$ cat config.mk
export PLATFORM = sky130hd
export DESIGN_NAME = luma_dc_top
export DESIGN_NICKNAME = d
export VERILOG_FILES = /design/src/wht_pkg.sv /design/src/coef_counter.sv /design/src/coef_serializer.sv /design/src/dc_collector.sv /design/src/fwd_wht.sv /design/src/luma_dc_top.sv /design/src/wht_ctrl.sv
export VERILOG_INCLUDE_DIRS = /design/src
export SDC_FILE = /design/constraint.sdc
export NUM_CORES = 2
export LEC_CHECK = 0
export BUFFER_PORTS_ARGS = -buffer_cell sky130_fd_sc_hd__clkbuf_2
export CAP_MARGIN = 20
export CORE_ASPECT_RATIO = 2
export CORE_UTILIZATION = 55
export CTS_BUF_LIST = sky130_fd_sc_hd__clkbuf_4 sky130_fd_sc_hd__clkbuf_8 sky130_fd_sc_hd__clkbuf_16
export CTS_CLUSTER_DIAMETER = 40
export DETAILED_ROUTE_END_ITERATION = 10
export HOLD_SLACK_MARGIN = 0.02
export PLACE_DENSITY = 0.75
export SKIP_CTS_REPAIR_TIMING = 1
export SLEW_MARGIN = 0
export SYNTH_ARGS = -nofsm -noshare
export SYNTH_HDL_FRONTEND = slang
export SYNTH_HIERARCHICAL = 1
export SYNTH_SLANG_ARGS = --single-unit
$ cat constraint.sdc
create_clock -name clk -period 7.15 [get_ports clk]
set_input_delay 1.0725 -clock clk [delete_from_list [all_inputs] [get_ports clk]]
set_output_delay 1.0725 -clock clk [all_outputs]
set_load 0.02 [all_outputs]
$ cat src/wht_params.svh
`ifndef WHT_PARAMS_SVH
`define WHT_PARAMS_SVH

// Side of the DC matrix, the butterfly wiring assumes 4
`define WHT_DIM     4

// Coefficients per macroblock
`define WHT_N       16

// Widths through the transform
`define WHT_IN_W    12 // DC term from the 4x4 block transforms
`define WHT_MID_W   14 // After the row pass
`define WHT_OUT_W   15 // Final result after the halving

`endif

$ cat src/wht_pkg.sv
`include "wht_params.svh"

package wht_pkg;

    // ----------------------------------------
    // Coefficient words
    // ----------------------------------------

    // Input DC term, one per 4x4 luma block
    typedef logic signed [`WHT_IN_W-1:0]  dc_coef_t;

    // Transformed coefficient
    typedef logic signed [`WHT_OUT_W-1:0] wht_coef_t;

    // Raster position inside the 4x4 DC matrix
    typedef logic [$clog2(`WHT_N)-1:0]    coef_idx_t;

    // ----------------------------------------
    // Controller states
    // ----------------------------------------
    typedef enum logic [1:0] {
        S_COLLECT   = 2'd0, // Taking in DC terms
        S_TRANSFORM = 2'd1, // Waiting on the butterfly register
        S_OUTPUT    = 2'd2  // Streaming results
    } ctrl_state_t;

endpackage
$ cat src/coef_counter.sv
`timescale 1ns/1ps
`include "wht_params.svh"

module coef_counter (
    input  logic               clk,
    input  logic               rst_n,
    input  logic               clear_i,
    input  logic               en_i,
    output wht_pkg::coef_idx_t count_o,
    output logic               last_o
);

    // Position counter, wraps after the final index
    always_ff @(posedge clk or negedge rst_n) begin
        if (!rst_n) begin
            count_o <= '0;
        end else if (clear_i) begin // Clear wins over enable
            count_o <= '0;
        end else if (en_i) begin
            count_o <= count_o + 1'b1;
        end
    end

    assign last_o = (count_o == wht_pkg::coef_idx_t'(`WHT_N - 1));

    // ----------------------------------------
    // Checks
    // ----------------------------------------

    // Away from the last position and without a clear, the count only
    // moves up or holds
    property p_no_early_wrap;
        @(posedge clk) disable iff (!rst_n)
        (!clear_i && !last_o) |=> (count_o >= $past(count_o));
    endproperty

    a_no_early_wrap : assert property (p_no_early_wrap)
        else $error("coef_counter wrapped before the last index");

endmodule

$ cat src/coef_serializer.sv
`timescale 1ns/1ps
`include "wht_params.svh"

module coef_serializer (
    input  logic                         clk,
    input  logic                         rst_n,
    input  logic                         sel_valid_i,
    input  logic                         sel_last_i,
    input  wht_pkg::coef_idx_t           sel_idx_i,
    input  logic [`WHT_N*`WHT_OUT_W-1:0] block_i,
    output wht_pkg::wht_coef_t           coef_o,
    output wht_pkg::coef_idx_t           coef_idx_o,
    output logic                         coef_valid_o,
    output logic                         last_o
);

    wht_pkg::wht_coef_t lane_sel;

    // Pick the addressed lane off the flat bus
    assign lane_sel = block_i[sel_idx_i*`WHT_OUT_W +: `WHT_OUT_W];

    // ----------------------------------------
    // Output register
    // ----------------------------------------
    always_ff @(posedge clk or negedge rst_n) begin
        if (!rst_n) begin
            coef_valid_o <= 1'b0;
            last_o       <= 1'b0;
        end else begin
            coef_valid_o <= sel_valid_i;
            last_o       <= sel_valid_i && sel_last_i; // Only with index 15
        end
    end

    // Data and index follow the select, held between runs
    always_ff @(posedge clk) begin
        if (sel_valid_i) begin
            coef_o     <= lane_sel;
            coef_idx_o <= sel_idx_i;
        end
    end

endmodule

$ cat src/dc_collector.sv
`timescale 1ns/1ps
`include "wht_params.svh"

module dc_collector (
    input  logic                            clk,
    input  logic                            rst_n,
    input  logic                            wr_en_i,
    input  wht_pkg::coef_idx_t              wr_idx_i,
    input  wht_pkg::dc_coef_t               dc_i,
    output logic [`WHT_N*`WHT_IN_W-1:0]     block_o
);

    // DC terms of the current macroblock in raster order
    wht_pkg::dc_coef_t dc_mem [`WHT_N];

    always_ff @(posedge clk or negedge rst_n) begin
        if (!rst_n) begin
            for (int k = 0; k < `WHT_N; k++) begin
                dc_mem[k] <= '0;
            end
        end else if (wr_en_i) begin
            dc_mem[wr_idx_i] <= dc_i;
        end
    end

    // ----------------------------------------
    // Flatten onto the transform bus
    // ----------------------------------------
    genvar g;
    generate
        for (g = 0; g < `WHT_N; g++) begin : g_lane
            assign block_o[g*`WHT_IN_W +: `WHT_IN_W] = dc_mem[g]; // Lane g at bit g*12
        end
    endgenerate

endmodule

$ cat src/fwd_wht.sv
`timescale 1ns/1ps
`include "wht_params.svh"

module fwd_wht (
    input  logic                         clk,
    input  logic                         rst_n,
    input  logic                         start_i,
    input  logic [`WHT_N*`WHT_IN_W-1:0]  block_i,
    output logic [`WHT_N*`WHT_OUT_W-1:0] block_o,
    output logic                         done_o
);

    wht_pkg::dc_coef_t               x_in  [`WHT_N];
    logic signed [`WHT_MID_W-1:0]    t_row [`WHT_N]; // Row pass results
    wht_pkg::wht_coef_t              y_q   [`WHT_N];

    always_ff @(posedge clk or negedge rst_n) begin
        if (!rst_n) begin
            done_o <= 1'b0;
        end else begin
            done_o <= start_i;
        end
    end

    genvar i;
    generate
        // Unpack input lanes and pack the registered result
        for (i = 0; i < `WHT_N; i++) begin : g_lane
            assign x_in[i]                             = block_i[i*`WHT_IN_W +: `WHT_IN_W];
            assign block_o[i*`WHT_OUT_W +: `WHT_OUT_W] = y_q[i];
        end

        // ----------------------------------------
        // Horizontal butterflies, one per row
        // ----------------------------------------
        for (i = 0; i < `WHT_DIM; i++) begin : g_row
            logic signed [`WHT_IN_W:0] a0;
            logic signed [`WHT_IN_W:0] a1;
            logic signed [`WHT_IN_W:0] a2;
            logic signed [`WHT_IN_W:0] a3;

            assign a0 = x_in[`WHT_DIM*i + 0] + x_in[`WHT_DIM*i + 2];
            assign a1 = x_in[`WHT_DIM*i + 1] + x_in[`WHT_DIM*i + 3];
            assign a2 = x_in[`WHT_DIM*i + 1] - x_in[`WHT_DIM*i + 3];
            assign a3 = x_in[`WHT_DIM*i + 0] - x_in[`WHT_DIM*i + 2];

            assign t_row[`WHT_DIM*i + 0] = a0 + a1;
            assign t_row[`WHT_DIM*i + 1] = a3 + a2;
            assign t_row[`WHT_DIM*i + 2] = a3 - a2;
            assign t_row[`WHT_DIM*i + 3] = a0 - a1;
        end

        // ----------------------------------------
        // Vertical butterflies and the halving
        // ----------------------------------------
        for (i = 0; i < `WHT_DIM; i++) begin : g_col
            logic signed [`WHT_OUT_W-1:0] b0;
            logic signed [`WHT_OUT_W-1:0] b1;
            logic signed [`WHT_OUT_W-1:0] b2;
            logic signed [`WHT_OUT_W-1:0] b3;
            logic signed [`WHT_OUT_W:0]   s0; // One guard bit so -32768 survives
            logic signed [`WHT_OUT_W:0]   s1;
            logic signed [`WHT_OUT_W:0]   s2;
            logic signed [`WHT_OUT_W:0]   s3;

            assign b0 = t_row[i + 0] + t_row[i + 8];
            assign b1 = t_row[i + 4] + t_row[i + 12];
            assign b2 = t_row[i + 4] - t_row[i + 12];
            assign b3 = t_row[i + 0] - t_row[i + 8];

            assign s0 = b0 + b1;
            assign s1 = b3 + b2;
            assign s2 = b3 - b2;
            assign s3 = b0 - b1;

            // Bits [15:1] are the arithmetic shift by one, cut to 15 bits
            always_ff @(posedge clk) begin
                if (start_i) begin // Held stable while the serializer reads it
                    y_q[i + 0]  <= s0[`WHT_OUT_W:1];
                    y_q[i + 4]  <= s1[`WHT_OUT_W:1];
                    y_q[i + 8]  <= s2[`WHT_OUT_W:1];
                    y_q[i + 12] <= s3[`WHT_OUT_W:1];
                end
            end
        end
    endgenerate

endmodule

$ cat src/luma_dc_top.sv
`timescale 1ns/1ps
`include "wht_params.svh"

module luma_dc_top (
    input  logic               clk,
    input  logic               rst_n,
    input  logic               dc_valid_i,
    input  wht_pkg::dc_coef_t  dc_i,
    output logic               busy_o,
    output logic               coef_valid_o,
    output wht_pkg::wht_coef_t coef_o,
    output wht_pkg::coef_idx_t coef_idx_o,
    output logic               last_o
);

    // ----------------------------------------
    // Internal wiring
    // ----------------------------------------
    wht_pkg::coef_idx_t           count;
    logic                         cnt_last;
    logic                         cnt_clear;
    logic                         cnt_en;
    logic                         wht_start;
    logic                         wht_done;
    logic                         out_sel_valid;
    logic                         out_last;
    logic [`WHT_N*`WHT_IN_W-1:0]  dc_block;  // Collected DC matrix
    logic [`WHT_N*`WHT_OUT_W-1:0] wht_block; // Transformed matrix

    coef_counter u_counter (
        .clk     (clk),
        .rst_n   (rst_n),
        .clear_i (cnt_clear),
        .en_i    (cnt_en),
        .count_o (count),
        .last_o  (cnt_last)
    );

    wht_ctrl u_ctrl (
        .clk             (clk),
        .rst_n           (rst_n),
        .dc_valid_i      (dc_valid_i),
        .cnt_last_i      (cnt_last),
        .wht_done_i      (wht_done),
        .cnt_clear_o     (cnt_clear),
        .cnt_en_o        (cnt_en),
        .wht_start_o     (wht_start),
        .out_sel_valid_o (out_sel_valid),
        .out_last_o      (out_last),
        .busy_o          (busy_o)
    );

    // Written only on collect strobes, cnt_en doubles as the write enable
    dc_collector u_collector (
        .clk      (clk),
        .rst_n    (rst_n),
        .wr_en_i  (cnt_en && !busy_o),
        .wr_idx_i (count),
        .dc_i     (dc_i),
        .block_o  (dc_block)
    );

    fwd_wht u_wht (
        .clk     (clk),
        .rst_n   (rst_n),
        .start_i (wht_start),
        .block_i (dc_block),
        .block_o (wht_block),
        .done_o  (wht_done)
    );

    coef_serializer u_serializer (
        .clk          (clk),
        .rst_n        (rst_n),
        .sel_valid_i  (out_sel_valid),
        .sel_last_i   (out_last),
        .sel_idx_i    (count),
        .block_i      (wht_block),
        .coef_o       (coef_o),
        .coef_idx_o   (coef_idx_o),
        .coef_valid_o (coef_valid_o),
        .last_o       (last_o)
    );

endmodule

$ cat src/wht_ctrl.sv
`timescale 1ns/1ps

module wht_ctrl (
    input  logic clk,
    input  logic rst_n,
    input  logic dc_valid_i,
    input  logic cnt_last_i,
    input  logic wht_done_i,
    output logic cnt_clear_o,
    output logic cnt_en_o,
    output logic wht_start_o,
    output logic out_sel_valid_o,
    output logic out_last_o,
    output logic busy_o
);

    wht_pkg::ctrl_state_t state_q;
    wht_pkg::ctrl_state_t state_d;
    logic                 in_collect;
    logic                 in_transform;
    logic                 in_output;
    logic                 last_strobe;

    assign in_collect   = (state_q == wht_pkg::S_COLLECT);
    assign in_transform = (state_q == wht_pkg::S_TRANSFORM);
    assign in_output    = (state_q == wht_pkg::S_OUTPUT);

    // 16th coefficient of the macroblock
    assign last_strobe  = in_collect && dc_valid_i && cnt_last_i;

    // ----------------------------------------
    // State register and next state
    // ----------------------------------------
    always_comb begin
        state_d = state_q;
        case (state_q)
            wht_pkg::S_COLLECT: begin
                if (last_strobe) begin
                    state_d = wht_pkg::S_TRANSFORM;
                end
            end
            wht_pkg::S_TRANSFORM: begin
                if (wht_done_i) begin
                    state_d = wht_pkg::S_OUTPUT;
                end
            end
            wht_pkg::S_OUTPUT: begin
                if (cnt_last_i) begin // Index 15 goes out now
                    state_d = wht_pkg::S_COLLECT;
                end
            end
            default: state_d = wht_pkg::S_COLLECT;
        endcase
    end

    always_ff @(posedge clk or negedge rst_n) begin
        if (!rst_n) begin
            state_q     <= wht_pkg::S_COLLECT;
            wht_start_o <= 1'b0;
        end else begin
            state_q     <= state_d;
            wht_start_o <= last_strobe; // One cycle pulse
        end
    end

    // ----------------------------------------
    // Counter and serializer control
    // ----------------------------------------

    // Rewind before the output run and again after it
    assign cnt_clear_o     = (in_transform && wht_done_i) || (in_output && cnt_last_i);
    assign cnt_en_o        = (in_collect && dc_valid_i) || in_output;

    assign out_sel_valid_o = in_output;
    assign out_last_o      = in_output && cnt_last_i;

    assign busy_o          = !in_collect;

    // ----------------------------------------
    // Checks
    // ----------------------------------------

    // No back-pressure exists, so the source has to honour busy_o
    a_no_strobe_busy : assert property (
        @(posedge clk) disable iff (!rst_n)
        busy_o |-> !dc_valid_i
    ) else $error("dc_valid_i strobed while busy_o is high");

    // The transform answers exactly one cycle after its start pulse
    a_done_after_start : assert property (
        @(posedge clk) disable iff (!rst_n)
        wht_done_i |-> (in_transform && $past(wht_start_o))
    ) else $error("wht_done_i outside S_TRANSFORM or not after start");

endmodule

==> results.md <==
* Post-Synthesis Cells at approximately 6,500
* CP required at ~7600 ps
* Max_cap viols at 0
* FP Rows at between 150 and 200
* Static Leak at roughly 28 nW
* Full die area at 105,000 sq um
* Peak VDD IR at 222 uV
* Fin. max-slew vios at 0
* Synthesized Nets at 7,467
* Setup WS pre-CTS at -56.9 ps
* Most frequent cell after synthesis: ha_1
* DRC viols at 1
* Distinct cells, synth at between 100 and 150
* Worst path buffer plus inverter count at 3
* CP max-delay cell: or4_1
* Routed WL per cell at 27.7 microns
* Final hold vios at 0
* WHS at ~410 ps
* Initial antenna violation count at 22
* Post-synthesis sequential area ratio at 22.6%
* Clk root buf: clkbuf_16
* Period utilisation layout at a little over nine tenths
* Number of enable flip-flop cells after synthesis at around 260
* Layout Cells excl Fill at approximately 8,000
* Status: finished, violations left
* Final Skew at between 40 and 50 ps
* Vias in the first global route at between 40,000 and 50,000
* Final WL at roughly 220,000 microns
* Reg clk slew, reported paths at 70 ps
* Clk buf depth at 3
* Startpoint Class: flip-flop
* Final worst slack at around 240 ps
* Synth top area share at between 10% and 20%
* Initial Util at 55.5%
* Via Count at 49,612
* IO buf count at 36
* GRT Util Overall at 42.2%
* Failing checks: DRC
* Synth top area cells: ha_1, edfxtp_1, dfrtp_1
* #FFs+latches synth at between 400 and 500
* CTS Buf Count at between 50 and 60
* Cell Pwr Density at roughly 180 nW/um^2
* Worst EP arrival at roughly 7300 ps
* Worst-path fanout max at 7
* Crit path max-delay family: compound AO/OA/AOI/OAI gates
* Detail Route Antenna Nets at 0
* DR pass1 iterations at 9
* Dpl hpwl at ~190,000 microns
* Core area at 102,000 sq um
* Crit path top cell by count: ha_1
* Worst reg2reg startpoint: u_collector/block_o[121]$_DFFE_PN0P_
* Chip Height at 457 microns
* Netlist Area Pre-Place at about 57,000 sq um
* Fmax at around 140 MHz
* Relative slew slack at 23.4%
* Sink Count at approximately 460
* R2r setup slk at 240 ps
* Worst-Skew Late Latency at approximately 700 ps
* DIE WIDTH at ~230 microns
* CTS tree: done
* First-pass GRT wire length at about 320,000 microns
* Share of layout cells above drive strength 1 at a little under an eighth
* Syn Area/Cell at 8.69 sq um
* Worst min-delay path class: in2async
* Period minus WS final at slightly below 7000 ps
* Finish-stage setup viols at 0
* GRT overflow at 0
* Synth Warn # at 6
* Ys async rst share at a little over two fifths
* Worst R2R Path Depth at 26
* Layout area overhead at 8.80%
* Leading area contributor after synthesis: ha_1
* Placer Congestion at 1.07
* Worst R2R End: u_wht/y_q[15][13]$_DFFE_PP_
* Final net count at between 7,000 and 8,000
* Kind of critical path: reg2reg
* 1st-iter DRT viols at 3,695
* Actual slew at the worst max-slew pin at roughly 1100 ps
* Post-synth top cells: ha_1, inv_1, nor2_1
* Crit. End Element: flip-flop
* Placed Cells at between 7,000 and 8,000
* Largest net degree at the start of global routing at about 130
* Vias/cell at around 6.2
* Critical Path Max Stage Delay at about 620 ps
* Synth Flop Type: edfxtp_1
* H-tree depth at 2
* I/O pin count at 37
[layout make-up]
class                           instances  area, sq um
Sequential cell                       461        12800
Inverter                              730         2740
Clock inverter                         41          498
Fill cell                            9042        40600
Tap cell                             1344         1680
Timing Repair Buffer                  285         2130
Antenna cell                           24         60.1
Multi-Input combinational cell       5068        40400
Clock buffer                           63         1470
[worst max path at each step]
stage / from / to / slack, ps / depth (start not counted)
floorplan: u_collector/block_o[144]$_DFFE_PN0P_ / u_wht/y_q[15][13]$_DFFE_PP_ / 830 / 28
global placement: u_collector/block_o[60]$_DFFE_PN0P_ / u_wht/y_q[8][14]$_DFFE_PP_ / -60 / 26
detailed placement: u_collector/block_o[60]$_DFFE_PN0P_ / u_wht/y_q[8][14]$_DFFE_PP_ / -60 / 26
CTS: u_collector/block_o[60]$_DFFE_PN0P_ / u_wht/y_q[8][14]$_DFFE_PP_ / -80 / 26
global route: u_collector/block_o[0]$_DFFE_PN0P_ / u_wht/y_q[1][13]$_DFFE_PP_ / -30 / 30
finish: u_collector/block_o[121]$_DFFE_PN0P_ / u_wht/y_q[15][13]$_DFFE_PP_ / 240 / 26
[worst reg2reg max path, delay by kind of cell, from the launching register on]
kind                     cells  cell delay, ps
XOR/XNOR                     3             780
AND/OR/NAND/NOR              7            1830
adder cells (fa/ha/maj)      4            1250
flip-flops                   1             450
AO/OA/AOI/OAI                9            1940
buffers and inverters        3             440
[state kept, by name, summed over array words and instances (netlist names)]
signal,flops
u_serializer/coef_o,15
u_wht/done_o,1
u_serializer/coef_idx_o,4
u_wht/y_q,240
u_serializer/coef_valid_o,1
u_counter/count_o,4
u_ctrl/wht_start_o,1
u_serializer/last_o,1
u_ctrl/state_q,2
u_collector/block_o,192
[layer usage]
| metal | vias to the layer above | track usage, % | share of wire, % |
|---|---|---|---|
| li1 | 22932 | - | - |
| met1 | 23865 | 39.4 | 32 |
| met2 | 1979 | 73.9 | 49 |
| met3 | 830 | 8.22 | 5.5 |
| met4 | 6 | 44.3 | 13 |
| met5 | - | 0 | 0.018 |
[report_power, final]
part	leakage (nW)	internal (mW)	switching, mW
registers	5.09	3.04	0.0102
logic	21.5	1.88	3.43
clock network	0.958	1.66	1.34
total	27.6	6.58	4.78
[cells by family after synthesis]
family                   share of synthesized area [%]
flip-flops                                        22.6
multiplexers                                      6.84
AO/OA/AOI/OAI                                     17.9
adder cells (fa/ha/maj)                           20.9
buffers and inverters                             6.84
AND/OR/NAND/NOR                                   13.8
XOR/XNOR                                          11.1
[cell usage in the layout (no fill, tap or decap), types with 56 or more instances in the layout]
master,synthesis,layout
a21o_1,83,83
a21oi_1,530,525
a31oi_1,67,66
buf_4,4,244
clkbuf_16,0,56
dfrtp_1,202,199
edfxtp_1,259,259
fa_1,64,64
ha_1,849,839
inv_1,716,715
mux2_2,177,177
nand2_1,201,201
nand2b_1,118,118
nand3_1,60,60
nor2_1,585,582
nor2b_1,115,113
nor3_1,223,223
o21a_1,64,64
o21ai_0,163,163
o21ai_1,83,83
o21bai_1,124,124
or3_1,57,57
xnor2_1,531,518
xor2_1,188,183
[stage by stage]
step	utilization (%)	TNS, ps	total power [mW]	area (sq um)
after floorplan	-	0	6.22	56800
after global placement	58.1	-58.3	8.08	59400
after detailed placement	58.1	-56.9	8.11	59500
after CTS	60.0	-104	11.1	61400
after global routing	60.4	-27.2	11.8	61800
final	60.4	0	11.4	61800
No activity file was read; power rests on OpenSTA's default activity.
